## config.mk

```make
export PLATFORM = sky130hd
export DESIGN_NAME = imm_serial_top
export DESIGN_NICKNAME = d
export VERILOG_FILES = /design/src/design/rv_isa_pkg.sv /design/src/design/serial_pkg.sv /design/src/design/imm_dispatch.sv /design/src/design/imm_lane.sv /design/src/design/imm_collect.sv /design/src/design/imm_serial_top.sv
export SDC_FILE = /design/constraint.sdc
export NUM_CORES = 1
export LEC_CHECK = 0
export BUFFER_PORTS_ARGS = -buffer_cell sky130_fd_sc_hd__buf_4
export CAP_MARGIN = 20
export CORE_MARGIN = 1
export CORE_UTILIZATION = 50
export DETAILED_ROUTE_END_ITERATION = 12
export PLACE_DENSITY = 0.74
export SLEW_MARGIN = 20
export SYNTH_ARGS = -nofsm -noshare
export SYNTH_HDL_FRONTEND = slang
export SYNTH_SLANG_ARGS = --single-unit
export TNS_END_PERCENT = 5
```

## constraint.sdc

```tcl
create_clock -name i_clk -period 4.8 [get_ports i_clk]
set_input_delay 0.24 -clock i_clk [delete_from_list [all_inputs] [get_ports i_clk]]
set_output_delay 0.24 -clock i_clk [all_outputs]
set_load 0.01 [all_outputs]
```

## src/design/rv_isa_pkg.sv

```systemverilog
package rv_isa_pkg;

   typedef logic [31:0] instr_t;
   typedef logic [6:0]  opcode_t;
   typedef logic [4:0]  reg_addr_t;
   typedef logic [31:0] imm_t;

   // base opcodes of RV32I plus the system space for CSR access
   localparam opcode_t OP_LUI    = 7'b0110111;
   localparam opcode_t OP_AUIPC  = 7'b0010111;
   localparam opcode_t OP_JAL    = 7'b1101111;
   localparam opcode_t OP_JALR   = 7'b1100111;
   localparam opcode_t OP_BRANCH = 7'b1100011;
   localparam opcode_t OP_LOAD   = 7'b0000011;
   localparam opcode_t OP_STORE  = 7'b0100011;
   localparam opcode_t OP_OPIMM  = 7'b0010011;
   localparam opcode_t OP_OP     = 7'b0110011;
   localparam opcode_t OP_SYSTEM = 7'b1110011;

   typedef enum logic [2:0] {
      FMT_R   = 3'd0,  // no immediate, shifts out zeros
      FMT_I   = 3'd1,
      FMT_S   = 3'd2,
      FMT_B   = 3'd3,
      FMT_U   = 3'd4,
      FMT_J   = 3'd5,
      FMT_CSR = 3'd6   // rs1 field taken as unsigned 5 bit value
   } imm_fmt_t;

endpackage

```

## src/design/serial_pkg.sv

```systemverilog
package serial_pkg;

   typedef logic [4:0] bit_cnt_t;

   typedef enum logic {
      LANE_IDLE  = 1'b0,
      LANE_SHIFT = 1'b1
   } lane_state_t;

   typedef logic [3:0] seg_en_t;
   typedef logic [3:0] seg_ctrl_t;

   // bit positions inside seg_en_t
   localparam int SEG_11_7  = 0;
   localparam int SEG_19_12 = 1;
   localparam int SEG_24_20 = 2;
   localparam int SEG_30_25 = 3;

   // bit positions inside seg_ctrl_t
   localparam int CTRL_TAP_11_7   = 0;  // tap from 11:7 instead of 24:20
   localparam int CTRL_SIGN_30_25 = 1;  // 30:25 fed with the sign bit
   localparam int CTRL_IMM7_30_25 = 2;  // 30:25 fed with bit 7
   localparam int CTRL_SIGN_19_12 = 3;  // 19:12/20 fed with the sign bit

   localparam bit_cnt_t LAST_BIT = 5'd31;

endpackage

```

## src/design/imm_dispatch.sv

```systemverilog
`timescale 1ns/1ps

module imm_dispatch #(
   parameter int N_LANES = 4
) (
   input  logic                 i_clk,
   input  logic                 i_rst_n,
   input  logic                 i_valid,
   input  rv_isa_pkg::instr_t   i_instr,
   input  logic [N_LANES-1:0]   i_lane_busy,
   output logic [N_LANES-1:0]   o_load,
   output rv_isa_pkg::instr_t   o_instr,
   output logic                 o_drop
);

   localparam int PTR_W = $clog2(N_LANES);

   logic [PTR_W-1:0] ptr;
   logic             ptr_busy;
   logic             accept;

   assign ptr_busy = i_lane_busy[ptr];
   assign accept   = i_valid & ~ptr_busy;

   // no search for a free lane, so results leave in arrival order
   assign o_drop  = i_valid & ptr_busy;
   assign o_instr = i_instr;  // all lanes share the bus, o_load picks one

   always_comb begin
      o_load = '0;
      if (accept) begin
         o_load[ptr] = 1'b1;
      end
   end

   always_ff @(posedge i_clk) begin
      if (!i_rst_n) begin
         ptr <= '0;
      end else if (accept) begin
         if (ptr == PTR_W'(N_LANES - 1)) begin
            ptr <= '0;  // lane count need not be a power of two
         end else begin
            ptr <= ptr + 1'b1;
         end
      end
   end

endmodule

```

## src/design/imm_lane.sv

```systemverilog
`timescale 1ns/1ps

module imm_lane #(
   parameter int SHARED_ADDR_REGS = 1
) (
   input  logic                  i_clk,
   input  logic                  i_rst_n,
   input  logic                  i_load,
   input  rv_isa_pkg::instr_t    i_instr,
   output logic                  o_busy,
   output logic                  o_bit,
   output logic                  o_bit_en,
   output rv_isa_pkg::imm_fmt_t  o_fmt,
   output rv_isa_pkg::reg_addr_t o_rd_addr,
   output rv_isa_pkg::reg_addr_t o_rs1_addr,
   output rv_isa_pkg::reg_addr_t o_rs2_addr
);

   import rv_isa_pkg::*;
   import serial_pkg::*;

   localparam bit_cnt_t U_LOW_BITS = 5'd12;

   lane_state_t state;
   bit_cnt_t    cnt;
   opcode_t     opcode;
   imm_fmt_t    fmt;
   imm_fmt_t    fmt_dec;
   seg_en_t     seg_en;
   seg_en_t     en_dec;
   seg_ctrl_t   seg_ctrl;
   seg_ctrl_t   ctrl_dec;

   logic       imm31;
   logic [8:0] imm19_12_20;  // {19:12, 20}
   logic       imm7;
   logic [5:0] imm30_25;
   logic [4:0] imm24_20;
   logic [4:0] imm11_7;

   logic shift;
   logic last;
   logic is_csr;
   logic signbit;
   logic tap;
   logic zero_bit;

   assign opcode = i_instr[6:0];

   always_comb begin
      case (opcode)
         OP_JALR, OP_LOAD, OP_OPIMM: fmt_dec = FMT_I;
         OP_STORE:                   fmt_dec = FMT_S;
         OP_BRANCH:                  fmt_dec = FMT_B;
         OP_LUI, OP_AUIPC:           fmt_dec = FMT_U;
         OP_JAL:                     fmt_dec = FMT_J;
         OP_SYSTEM:                  fmt_dec = i_instr[14] ? FMT_CSR : FMT_R;
         OP_OP:                      fmt_dec = FMT_R;
         default:                    fmt_dec = FMT_R;
      endcase
   end

   // segment enables and feed selection for each format
   always_comb begin
      case (fmt_dec)
         FMT_I:   begin en_dec = 4'b1100; ctrl_dec = 4'b0010; end
         FMT_S:   begin en_dec = 4'b1001; ctrl_dec = 4'b0011; end
         FMT_B:   begin en_dec = 4'b1001; ctrl_dec = 4'b0101; end
         FMT_U:   begin en_dec = 4'b1110; ctrl_dec = 4'b0000; end  // 20 bit ring
         FMT_J:   begin en_dec = 4'b1110; ctrl_dec = 4'b1000; end
         FMT_CSR: begin en_dec = 4'b0010; ctrl_dec = 4'b1000; end
         default: begin en_dec = 4'b0000; ctrl_dec = 4'b0000; end
      endcase
   end

   assign shift    = (state == LANE_SHIFT);
   assign last     = (cnt == LAST_BIT);
   assign o_busy   = shift;
   assign o_bit_en = shift;
   assign o_fmt    = fmt;

   always_ff @(posedge i_clk) begin
      if (!i_rst_n) begin
         state <= LANE_IDLE;
         cnt   <= '0;
      end else begin
         case (state)
            LANE_IDLE: begin
               cnt <= '0;
               if (i_load) begin
                  state <= LANE_SHIFT;
               end
            end
            LANE_SHIFT: begin
               cnt <= cnt + 1'b1;
               if (last) begin
                  state <= LANE_IDLE;  // 32 bits sent, cnt wraps to zero
               end
            end
            default: state <= LANE_IDLE;
         endcase
      end
   end

   assign is_csr  = (fmt == FMT_CSR);
   assign signbit = imm31 & ~is_csr;

   always_ff @(posedge i_clk) begin
      if (i_load) begin
         fmt         <= fmt_dec;
         seg_en      <= en_dec;
         seg_ctrl    <= ctrl_dec;
         imm31       <= i_instr[31];
         imm19_12_20 <= {i_instr[19:12], i_instr[20]};
         imm7        <= i_instr[7];
         imm30_25    <= i_instr[30:25];
         imm24_20    <= i_instr[24:20];
         imm11_7     <= i_instr[11:7];
      end else if (shift) begin
         imm7 <= signbit;
         if (seg_en[SEG_19_12]) begin
            imm19_12_20 <= {seg_ctrl[CTRL_SIGN_19_12] ? signbit : imm24_20[0],
                            imm19_12_20[8:1]};
         end
         if (seg_en[SEG_30_25]) begin
            imm30_25 <= {seg_ctrl[CTRL_IMM7_30_25] ? imm7 :
                         seg_ctrl[CTRL_SIGN_30_25] ? signbit : imm19_12_20[0],
                         imm30_25[5:1]};
         end
         if (seg_en[SEG_24_20]) begin
            imm24_20 <= {imm30_25[0], imm24_20[4:1]};
         end
         if (seg_en[SEG_11_7]) begin
            imm11_7 <= {imm30_25[0], imm11_7[4:1]};
         end
      end
   end

   assign tap = last                     ? signbit :
                is_csr                   ? imm19_12_20[4] :
                seg_ctrl[CTRL_TAP_11_7]  ? imm11_7[0] : imm24_20[0];

   // low bits that the encoding leaves implicit
   always_comb begin
      case (fmt)
         FMT_R:        zero_bit = 1'b1;
         FMT_B, FMT_J: zero_bit = (cnt == '0);
         FMT_U:        zero_bit = (cnt < U_LOW_BITS);
         default:      zero_bit = 1'b0;
      endcase
   end

   assign o_bit = shift & ~zero_bit & tap;

   generate
      if (SHARED_ADDR_REGS != 0) begin : g_shared
         // rs1 slot, then rd or rs2, whichever segment rotates
         logic [9:0] addr_shadow;

         always_ff @(posedge i_clk) begin
            if (i_load) begin
               addr_shadow <= {i_instr[19:15],
                               en_dec[SEG_11_7] ? i_instr[11:7] : i_instr[24:20]};
            end
         end

         assign o_rd_addr  = seg_en[SEG_11_7]  ? addr_shadow[4:0] : imm11_7;
         assign o_rs2_addr = seg_en[SEG_24_20] ? addr_shadow[4:0] : imm24_20;
         assign o_rs1_addr = seg_en[SEG_19_12] ? addr_shadow[9:5] : imm19_12_20[8:4];
      end else begin : g_separate
         reg_addr_t rd_addr;
         reg_addr_t rs1_addr;
         reg_addr_t rs2_addr;

         always_ff @(posedge i_clk) begin
            if (i_load) begin
               rd_addr  <= i_instr[11:7];
               rs1_addr <= i_instr[19:15];
               rs2_addr <= i_instr[24:20];
            end
         end

         assign o_rd_addr  = rd_addr;
         assign o_rs1_addr = rs1_addr;
         assign o_rs2_addr = rs2_addr;
      end
   endgenerate

endmodule

```

## src/design/imm_collect.sv

```systemverilog
`timescale 1ns/1ps

module imm_collect #(
   parameter int N_LANES = 4
) (
   input  logic                                  i_clk,
   input  logic                                  i_rst_n,
   input  logic                  [N_LANES-1:0]   i_bit,
   input  logic                  [N_LANES-1:0]   i_bit_en,
   input  rv_isa_pkg::imm_fmt_t  [N_LANES-1:0]   i_fmt,
   input  rv_isa_pkg::reg_addr_t [N_LANES-1:0]   i_rd_addr,
   input  rv_isa_pkg::reg_addr_t [N_LANES-1:0]   i_rs1_addr,
   input  rv_isa_pkg::reg_addr_t [N_LANES-1:0]   i_rs2_addr,
   output logic                                  o_valid,
   output rv_isa_pkg::imm_t                      o_imm,
   output rv_isa_pkg::imm_fmt_t                  o_fmt,
   output rv_isa_pkg::reg_addr_t                 o_rd_addr,
   output rv_isa_pkg::reg_addr_t                 o_rs1_addr,
   output rv_isa_pkg::reg_addr_t                 o_rs2_addr
);

   import rv_isa_pkg::*;
   import serial_pkg::*;

   localparam int IDX_W = $clog2(N_LANES);

   imm_t             sr  [N_LANES];
   bit_cnt_t         cnt [N_LANES];
   logic [N_LANES-1:0] done;
   logic [IDX_W-1:0] fin_lane;

   logic             pend_valid;
   logic [IDX_W-1:0] pend_lane;
   imm_fmt_t         pend_fmt;
   reg_addr_t        pend_rd;
   reg_addr_t        pend_rs1;
   reg_addr_t        pend_rs2;

   // lsb arrives first, so the word fills from the top down
   always_ff @(posedge i_clk) begin
      for (int l = 0; l < N_LANES; l++) begin
         if (i_bit_en[l]) begin
            sr[l] <= {i_bit[l], sr[l][31:1]};
         end
      end
   end

   always_ff @(posedge i_clk) begin
      for (int l = 0; l < N_LANES; l++) begin
         if (!i_rst_n) begin
            cnt[l] <= '0;
         end else if (i_bit_en[l]) begin
            cnt[l] <= cnt[l] + 1'b1;
         end
      end
   end

   // fixed latency means at most one lane ends in any cycle
   always_comb begin
      fin_lane = '0;
      for (int l = 0; l < N_LANES; l++) begin
         done[l] = i_bit_en[l] & (cnt[l] == LAST_BIT);
         if (done[l]) begin
            fin_lane = IDX_W'(l);
         end
      end
   end

   always_ff @(posedge i_clk) begin
      if (!i_rst_n) begin
         pend_valid <= 1'b0;
         o_valid    <= 1'b0;
      end else begin
         pend_valid <= |done;
         o_valid    <= pend_valid;
      end
   end

   // lane fields are sampled with the last bit, the word one cycle later
   always_ff @(posedge i_clk) begin
      pend_lane <= fin_lane;
      pend_fmt  <= i_fmt[fin_lane];
      pend_rd   <= i_rd_addr[fin_lane];
      pend_rs1  <= i_rs1_addr[fin_lane];
      pend_rs2  <= i_rs2_addr[fin_lane];
      if (pend_valid) begin
         o_imm      <= sr[pend_lane];
         o_fmt      <= pend_fmt;
         o_rd_addr  <= pend_rd;
         o_rs1_addr <= pend_rs1;
         o_rs2_addr <= pend_rs2;
      end
   end

endmodule

```

## src/design/imm_serial_top.sv

```systemverilog
`timescale 1ns/1ps

module imm_serial_top #(
   parameter int N_LANES          = 4,
   parameter int SHARED_ADDR_REGS = 1
) (
   input  logic                  i_clk,
   input  logic                  i_rst_n,
   input  logic                  i_valid,
   input  rv_isa_pkg::instr_t    i_instr,
   output logic                  o_valid,
   output rv_isa_pkg::imm_t      o_imm,
   output rv_isa_pkg::imm_fmt_t  o_fmt,
   output rv_isa_pkg::reg_addr_t o_rd_addr,
   output rv_isa_pkg::reg_addr_t o_rs1_addr,
   output rv_isa_pkg::reg_addr_t o_rs2_addr,
   output logic                  o_drop
);

   import rv_isa_pkg::*;

   logic [N_LANES-1:0]      lane_busy;
   logic [N_LANES-1:0]      lane_load;
   logic [N_LANES-1:0]      lane_bit;
   logic [N_LANES-1:0]      lane_bit_en;
   instr_t                  disp_instr;
   imm_fmt_t  [N_LANES-1:0] lane_fmt;
   reg_addr_t [N_LANES-1:0] lane_rd;
   reg_addr_t [N_LANES-1:0] lane_rs1;
   reg_addr_t [N_LANES-1:0] lane_rs2;

   imm_dispatch #(
      .N_LANES     (N_LANES)
   ) u_dispatch (
      .i_clk       (i_clk),
      .i_rst_n     (i_rst_n),
      .i_valid     (i_valid),
      .i_instr     (i_instr),
      .i_lane_busy (lane_busy),
      .o_load      (lane_load),
      .o_instr     (disp_instr),
      .o_drop      (o_drop)
   );

   for (genvar g = 0; g < N_LANES; g++) begin : g_lane
      imm_lane #(
         .SHARED_ADDR_REGS (SHARED_ADDR_REGS)
      ) u_lane (
         .i_clk      (i_clk),
         .i_rst_n    (i_rst_n),
         .i_load     (lane_load[g]),
         .i_instr    (disp_instr),
         .o_busy     (lane_busy[g]),
         .o_bit      (lane_bit[g]),
         .o_bit_en   (lane_bit_en[g]),
         .o_fmt      (lane_fmt[g]),
         .o_rd_addr  (lane_rd[g]),
         .o_rs1_addr (lane_rs1[g]),
         .o_rs2_addr (lane_rs2[g])
      );
   end

   imm_collect #(
      .N_LANES    (N_LANES)
   ) u_collect (
      .i_clk      (i_clk),
      .i_rst_n    (i_rst_n),
      .i_bit      (lane_bit),
      .i_bit_en   (lane_bit_en),
      .i_fmt      (lane_fmt),
      .i_rd_addr  (lane_rd),
      .i_rs1_addr (lane_rs1),
      .i_rs2_addr (lane_rs2),
      .o_valid    (o_valid),
      .o_imm      (o_imm),
      .o_fmt      (o_fmt),
      .o_rd_addr  (o_rd_addr),
      .o_rs1_addr (o_rs1_addr),
      .o_rs2_addr (o_rs2_addr)
   );

endmodule

```

==> flow_summary.yaml, run 1 <==
routing:
  wl_met3_um: 2810
  drc: 0
  wl_um: 37500
  vias: 9701
  antenna_left: 0
  wl_per_cell_um: 22.5
  dr_wl_met2_um: 17700
  viasPerCell: 5.83
  highest_layer: "met4"
  dr.first_iter.drc_count: 762
  drt-met1-wl_um: 16100
  firstDrtPassIters: 7
global_route:
  grt-ovfl-total: 0
  grt_pass1_vias: 9429
  grt_pass1_wl_um: 57100
  antenna_found_initial: 0
  grt_max_degree: 58
  grt_usage: 0.209
synthesis:
  synth_warnings: 0
  synthArstFlopShare: 0
  synth_nets: 1127
  synth_edf_count: 390
  ys_ff_latch: 438
  synth_top_cell_area_share: 0.652
  synthFlopType: "edfxtp_1"
  synth_area_um2: 18000
  ys_seq_area_frac: 0.705
  synth_area_per_cell_um2: 16.8
  synthTopCellsByArea: "edfxtp_1, dfxtp_1, mux4_2"
  yosysTopAreaCell: "edfxtp_1"
  synth_cell_types: 52
  syn_inst: 1068
job:
  maxCapViolCount: 0
worst_setup_path:
  crit_type: "reg2reg"
  worstPathArrival_ns: 3.41
  cp_data_required_time_ns: 5.20
  r2r_end: "u_collect.pend_fmt[1]$_DFF_P_"
  crit-reg2reg-launch: "u_collect.cnt[1][0]$_SDFFCE_PN0P_"
  startpoint: "u_collect.cnt[1][0]$_SDFFCE_PN0P_"
  ff2ff_path_depth: 7
  r2r_setup_slack_ns: 1.79
  endpoint_kind: "flop"
  crit_end: "u_collect.pend_fmt[1]$_DFF_P_"
  start_kind: "flop"
  critPathMaxFanout: 19
timing:
  finalHoldViolations: 0
  relSlewSlack: 0.399
  setup_viol: 0
  tightest_slew_ns: 0.902
  rsz0062_at_grt: "no"
  setup_tns_ns: 0
  max_freq_mhz: 332
  fin_crit_ns: 3.01
  post-route-period-util: 0.627
  fin_skew_ns: 0.0174
  finalMaxSlewViolations: 0
pwr:
  switching_share: 0.223
  seqPwrFrac: 0.525
  powerDensity_nw_per_um2: 428
  switching_power_mw: 1.96
  power_mw: 8.79
  combinationalPowerShare: 0.073
  p_leak_nw: 7.47
  p_int_mw: 6.83
  p_clk_frac: 0.402
  peakVddDrop_v: 0.000254
cts:
  cts.htree.levels: 2
  cts_buffer_depth: 3
  cts-root-buf: "clkbuf_16"
  clk_latency_ns: 0.56
  cts_tree: "built"
  clk_pin_slew_worst_paths_ns: 0.06
  cts.sinks: 438
  cts_resized: 0
  cts_buffers: 45
placed_design:
  place.gp.congestion: 0.873
  place_inst: 1574
  port_buffers: 86
  hpwl_um: 24100
finish:
  syn2layout_area_growth_pct: 14.3
  final_cell_mix: "edfxtp_1, buf_4, mux2i_1, nand2_1, clkbuf_16"
  final_cells: 1665
  drive_gt1_frac: 0.244
  nNetsFinal: 1225
  num-fill-cells: 2623
  final_common_cell: "edfxtp_1"
floorplan:
  rows: 69
  dieHeight_um: 192
  die_x_um: 192
  coreArea_um2: 35500
  initial_core_util: 0.506
  ios: 87
  dieArea_um2: 36700
run_status:
  status: "finished, final reports clean"
min_path:
  hp-class: "in2reg"
[how the worst min path moves through the flow]
stage,from,endpoint,depth (start not counted)
after floorplan,i_instr[15],g_lane[0].u_lane.g_shared.addr_shadow[5]$_DFFE_PP_,0
after global placement,u_collect.pend_rs1[2]$_DFF_P_,u_collect.o_rs1_addr[2]$_DFFE_PP_,0
after detailed placement,u_collect.pend_rd[1]$_DFF_P_,u_collect.o_rd_addr[1]$_DFFE_PP_,0
after CTS,i_instr[13],g_lane[3].u_lane.imm19_12_20[2]$_DFFE_PP_,2
after global routing,i_instr[13],g_lane[3].u_lane.imm19_12_20[2]$_DFFE_PP_,2
final,i_instr[13],g_lane[3].u_lane.imm19_12_20[2]$_DFFE_PP_,2
[synthesized netlist by cell type, types with 7 or more instances]
cell and number:
edfxtp_1 390, mux2i_1 73, nand2_1 53, dfxtp_1 48, nor2_1 42, mux2_4 40, mux4_2 33, a21oi_1 31
o21ai_0 30, mux2_2 29, clkbuf_1 28, and3_1 26, ha_1 24, mux2_1 24, inv_1 21, nand3_1 20
a21o_1 16, a31oi_1 16, nor2b_1 14, buf_6 9, o31ai_1 8, xnor2_1 8, xor2_1 8, buf_1 7
[worst max-delay path, cell delays in order (launching register included)]
cell and delay (ns):
edfxtp_1 0.38, ha_1 0.20, and3_1 0.16, ha_1 0.55, nand2_1 0.70, o21ai_0 0.53, mux2i_1 0.23, a31oi_1 0.10
[power groups by stage]
stage          logic [mW]  registers [mW]  clock network [mW]
2_1_floorplan       0.458            4.64                   0
3_3_place_gp        0.612            4.68                   0
3_5_place_dp        0.632            4.69                   0
4_1_cts             0.641            4.61                3.60
5_1_grt             0.691            4.64                3.74
6_report            0.639            4.61                3.54
[logic make-up after synthesis]
kind of cell / after synthesis / synth area share
and+or+nand+nor: 185 / 0.0515
buffers and inverters: 76 / 0.0243
xor gates and xnor gates: 16 / 0.00780
AOI/OAI and AO/OA: 130 / 0.0459
muxes: 199 / 0.149
DFF: 438 / 0.705
adders and majority gates: 24 / 0.0167
[per-stage QoR]
step	hold slack [ns]	setup WS, ns	util	area, µm²
global placement	0.387	1.89	0.534	19000
detailed placement	0.393	1.81	0.534	19000
floorplan	0.339	2.13	-	18000
finish	0.0223	1.79	0.579	20500
CTS	0.00930	1.80	0.579	20500
global route	0.0235	1.63	0.579	20500
[cell type report]
cell class	count	area, µm²	share of cell area
diodes	1	2.50	0.000122
clock buffers	54	1210	0.0589
clock inverters	30	304	0.0148
inverters	21	78.8	0.00384
multi-input cells	554	4870	0.237
flip-flops and latches	438	12700	0.618
well taps	461	577	0.0281
repair buffers	106	811	0.0395
[per-layer routing]
metal  GRT usage  up-vias
li1            -     4345
met1       0.304     4895
met2       0.326      394
met3      0.0342       67
met4      0.0629        0
met5           0        -
[sequential cells by signal, summed over array words and instances, names as in the netlist, 24 cells and up]
register	count
g_lane.u_lane.g_shared.addr_shadow	40
u_collect.o_imm	32
u_collect.sr	128
g_lane.u_lane.imm19_12_20	36
g_lane.u_lane.imm30_25	24
[what timing repair did]
item                                   in CTS  in global routing
setup endpoints to repair                   0                  0
endpoints found under the hold margin      24                  0
hold buffers                                6                  0
setup buffers                               0                  0
Note: power is estimated with default switching activity, not from simulation.
==> run 2: changes to the inputs <==
==> constraint.sdc (replaced) <==
create_clock -name i_clk -period 2.9 [get_ports i_clk]
set_input_delay 0.145 -clock i_clk [delete_from_list [all_inputs] [get_ports i_clk]]
set_output_delay 0.145 -clock i_clk [all_outputs]
set_load 0.01 [all_outputs]
==> run 2 against run 1 <==
  * Register-to-register slack lost 1.4 ns
  * Final cell count is 1.5% higher
  * Highest routed layer unchanged
  * Clock power increased by 70%
  * Power grew 68%
  * Critical endpoint is now g_lane[1].u_lane.imm24_20[4]$_DFFE_PP_
  * Non-clock buffer count is 28 higher
==> flow_summary.yaml, run 2 (same netlist as run 1, synthesis figures left out) <==
run_status:
  status: "finished, final reports clean"
finish:
  nNetsFinal: 1253
  top_register: "u_collect.sr"
  syn2layout_area_growth_pct: 16.3
  final_cell_mix: "edfxtp_1, buf_4, mux2i_1, nand2_1, clkbuf_16"
  diodes: 0
  drive_gt1_frac: 0.243
  reg_top3: "u_collect.sr (128), g_lane.u_lane.g_shared.addr_shadow (40), g_lane.u_lane.imm19_12_20 (36)"
  final_common_cell: "edfxtp_1"
  largest_register_ffs: 128
timing:
  relSlewSlack: 0.342
  fin_skew_ns: 0.0279
  setup_tns_ns: 0
  tightest_slew_ns: 0.988
  max_freq_mhz: 405
  rsz0062_at_grt: "no"
  post-route-period-util: 0.852
  fin_crit_ns: 2.47
  finalHoldViolations: 0
  finalMaxSlewViolations: 0
  layout_setup_ws_ns: 0.428
  setup_viol: 0
worst_setup_path:
  cp_data_required_time_ns: 3.21
  start_kind: "flop"
  crit_type: "reg2reg"
  worstPathArrival_ns: 2.78
  endpoint_kind: "flop"
  critPathMaxFanout: 25
global_route:
  grt_pass1_wl_um: 58000
  grt_usage: 0.213
  antenna_found_initial: 0
  grt-ovfl-total: 0
  grt_max_degree: 58
  grt_pass1_vias: 9667
floorplan:
  initial_core_util: 0.506
  dieHeight_um: 192
  dieArea_um2: 36700
  rows: 69
  ios: 87
  die_x_um: 192
  coreArea_um2: 35500
routing:
  antenna_left: 0
  wl_per_cell_um: 22.6
  firstDrtPassIters: 5
  wl_um: 38200
  viasPerCell: 5.75
  drc: 0
  dr.first_iter.drc_count: 895
  vias: 9721
placed_design:
  port_buffers: 86
  place_ws_ns: 0.455
  place.gp.congestion: 0.916
  hpwl_um: 24500
cts:
  cts-root-buf: "clkbuf_16"
  cts.htree.levels: 2
  cts_tree: "built"
  clk_pin_slew_worst_paths_ns: 0.06
  cts_buffers: 45
  cts.sinks: 438
  cts_buffer_depth: 3
  clk_latency_ns: 0.57
pwr:
  peakVddDrop_v: 0.000550
  p_leak_nw: 7.63
  powerDensity_nw_per_um2: 706
job:
  maxCapViolCount: 0
min_path:
  hp-class: "in2reg"
run 2: changes by cell type in the layout (fill, tap and decap cells not counted), moves of 2 or more:
cell	previous run	this run
inv_16	0	3
buf_4	100	102
clkinv_2	10	6
dlygate4sd3_1	6	25
buf_12	0	7
clkinv_8	2	0
clkinv_1	8	1
clkbuf_1	4	13
run 2: critical path, cell delays in order (launching register included):
cell	delay [ns]
dfxtp_1	0.46
mux4_2	0.60
and3b_2	0.56
buf_12	0.24
mux2_2	0.35
run 2: worst paths after layout:
check                                                     from                                endpoint  slack, ns  cells after the start
worst max-delay path            u_dispatch.ptr[0]$_SDFFE_PN0P_  g_lane[1].u_lane.imm24_20[4]$_DFFE_PP_       0.43                      4
worst min-delay path                                   i_rst_n            u_collect.o_valid$_SDFF_PN0_       0.03                      2
worst max register to register  u_dispatch.ptr[0]$_SDFFE_PN0P_  g_lane[1].u_lane.imm24_20[4]$_DFFE_PP_       0.43                      4
worst min register to register    u_collect.pend_rd[3]$_DFF_P_        u_collect.o_rd_addr[3]$_DFFE_PP_       0.40                      0
run 2: report_power, final:
group	leakage (nW)	internal [mW]	total (mW)	switching, mW
combinational	2.86	0.500	1.11	0.611
sequential	4.01	7.40	7.64	0.234
clock	0.756	3.58	6.02	2.44
run 2: per-layer routing:
layer  global-route usage  routed length [µm]  vias up
met2                0.329               17900      367
met3               0.0365                2900       58
met1                0.310               16600     4911
met5                    0                   0        -
met4               0.0659                 875        0
li1                     -                   -     4385
run 2: timing repair:
item,CTS,global route
hold buffers,25,0
endpoints found under the hold margin,121,0
setup buffers,0,0
gates resized for setup,0,0
run 2: final cells by class:
| class | count | area [µm²] |
|---|---|---|
| Fill cell | 2572 | 14600 |
| Sequential cell | 438 | 12700 |
| Multi-Input combinational cell | 554 | 4870 |
| Clock buffer | 63 | 1240 |
| Timing Repair Buffer | 134 | 1160 |
| Tap cell | 461 | 577 |
| Clock inverter | 19 | 302 |
| Inverter | 21 | 78.8 |
run 2: metrics by stage:
| step | instances | hold slack [ns] | cell area, µm² | total power, mW | util |
|---|---|---|---|---|---|
| floorplan | 1068 | 0.244 | 18000 | 8.43 | - |
| global placement | 1583 | 0.382 | 19100 | 8.79 | 0.539 |
| detailed placement | 1583 | 0.385 | 19100 | 8.84 | 0.539 |
| CTS | 1690 | 0.0105 | 20900 | 14.9 | 0.589 |
| global route | 1690 | 0.0274 | 20900 | 15.2 | 0.589 |
| finish | 1690 | 0.0279 | 20900 | 14.8 | 0.589 |
==> run 3: changes to the inputs <==
--- a/config.mk
+++ b/config.mk
@@ -7,6 +7,7 @@
 export LEC_CHECK = 0
 export BUFFER_PORTS_ARGS = -buffer_cell sky130_fd_sc_hd__buf_4
 export CAP_MARGIN = 20
+export CORE_ASPECT_RATIO = 0.7
 export CORE_MARGIN = 1
 export CORE_UTILIZATION = 50
 export DETAILED_ROUTE_END_ITERATION = 12
==> run 3 against run 2 <==
  * Utilization grew 0.31 points
  * Routed wire length shrank 0.89%
  * Global-route usage shrank 0.32 points
  * Register-to-register slack lost 0.02 ns
  * Final area shrank 0.80%
  * Setup slack lost 0.016 ns
  * Critical path type unchanged
  * Largest power group unchanged
==> flow_summary.yaml, run 3 (same netlist as run 1, synthesis figures left out) <==
timing:
  rsz0062_at_grt: "no"
  fin_skew_ns: 0.0220
  finalHoldViolations: 0
  setup_tns_ns: 0
  layout_setup_ws_ns: 0.412
  relSlewSlack: 0.296
  post-route-period-util: 0.858
  tightest_slew_ns: 1.05
  finalMaxSlewViolations: 0
  fin_crit_ns: 2.49
  setup_viol: 0
  fin_worst_hold_slack_ns: 0.0288
  max_freq_mhz: 402
finish:
  multi_input_area_um2: 4870
  num-fill-cells: 2603
  largest_register_ffs: 128
  diodes: 0
  utilization: 0.592
  syn2layout_area_growth_pct: 15.4
  nNetsFinal: 1250
  seq_area_um2: 12700
  top_register: "u_collect.sr"
  final_cell_mix: "edfxtp_1, buf_4, mux2i_1, nand2_1"
  drive_gt1_frac: 0.239
  final_area_um2: 20700
  final_common_cell: "edfxtp_1"
  reg_top3: "u_collect.sr (128), g_lane.u_lane.g_shared.addr_shadow (40), g_lane.u_lane.imm19_12_20 (36)"
cts:
  cts.sinks: 438
  cts_buffer_depth: 3
  postCtsSetupRepairBufs: 0
  cts_buffers: 42
  clk_latency_ns: 0.56
  cts_tree: "built"
  cts.htree.levels: 2
  clk_pin_slew_worst_paths_ns: 0.06
  cts-root-buf: "clkbuf_16"
worst_setup_path:
  worstPathArrival_ns: 2.79
  start_kind: "flop"
  endpoint_kind: "flop"
  critPathMaxFanout: 36
  crit_type: "reg2reg"
  cp_data_required_time_ns: 3.20
  r2r_setup_slack_ns: 0.41
placed_design:
  placed_cell_area_um2: 19100
  port_buffers: 86
  hpwl_um: 24500
  place_ws_ns: 0.428
  place.gp.congestion: 0.872
global_route:
  grt_pass1_vias: 9675
  grt-ovfl-total: 0
  grt_usage: 0.210
  grt_pass1_wl_um: 58600
  antenna_found_initial: 0
  grt_max_degree: 58
routing:
  antenna_left: 0
  drc: 0
  firstDrtPassIters: 5
  wl_um: 37900
  dr.first_iter.drc_count: 912
  vias: 9726
  viasPerCell: 5.74
  wl_per_cell_um: 22.4
floorplan:
  dieArea_um2: 36700
  ios: 87
  die_x_um: 229
  dieHeight_um: 161
  initial_core_util: 0.513
  coreArea_um2: 35000
  rows: 57
run_status:
  status: "finished, final reports clean"
pwr:
  p_leak_nw: 7.54
  peakVddDrop_v: 0.000382
  powerDensity_nw_per_um2: 688
job:
  maxCapViolCount: 0
min_path:
  hp-class: "in2reg"
## run 3: cell types whose count changed in the layout (fill, tap and decap cells not counted), sizes merged
cell,before,now
bufinv,6,5
clkbuf,63,54
clkinv,7,12
inv,26,25
## run 3: final timing paths
check / end / from / cells past startpoint
max: g_lane[3].u_lane.imm24_20[3]$_DFFE_PP_ / u_dispatch.ptr[0]$_SDFFE_PN0P_ / 4
min: g_lane[0].u_lane.seg_ctrl[0]$_DFFE_PP_ / i_instr[4] / 2
max reg2reg: g_lane[3].u_lane.imm24_20[3]$_DFFE_PP_ / u_dispatch.ptr[0]$_SDFFE_PN0P_ / 4
min reg2reg: u_collect.o_rs2_addr[0]$_DFFE_PP_ / u_collect.pend_rs2[0]$_DFF_P_ / 0
## run 3: cell type report
| type | count | share of cell area |
|---|---|---|
| Clock buffer | 54 | 0.0533 |
| Clock inverter | 22 | 0.0125 |
| Inverter | 21 | 0.00380 |
| Multi-Input combinational cell | 554 | 0.235 |
| Sequential cell | 438 | 0.611 |
| Tap cell | 472 | 0.0285 |
| Timing Repair Buffer | 134 | 0.0557 |
## run 3: per-stage QoR
step                      instances  power (mW)
after floorplan                1068        8.43
after global placement         1594        8.79
after detailed placement       1594        8.84
after CTS                      1695        14.4
after global routing           1695        14.7
final                          1695        14.3
## run 3: timing repair
| item | 4_1_cts | 5_1_grt |
|---|---|---|
| hold buffers | 25 | 0 |
| hold endpoints to repair | 107 | 0 |
| resized for setup | 0 | 0 |
## run 3: per-layer routing
layer	track usage	part of all wire	vias up
li1	-	-	4392
met1	0.323	0.46	4920
met2	0.313	0.44	356
met3	0.0343	0.074	58
met4	0.0506	0.018	0
met5	0	0	-
## run 3: power breakdown
group	internal, mW	leakage, nW	switching (mW)
combinational	0.496	2.87	0.613
sequential	7.40	4.01	0.238
clock	3.17	0.667	2.35
## run 3: critical path: stages, from the launching register on
cell	delay, ns
dfxtp_1	0.44
mux4_2	0.60
and3b_2	0.53
buf_12	0.28
mux2_1	0.35
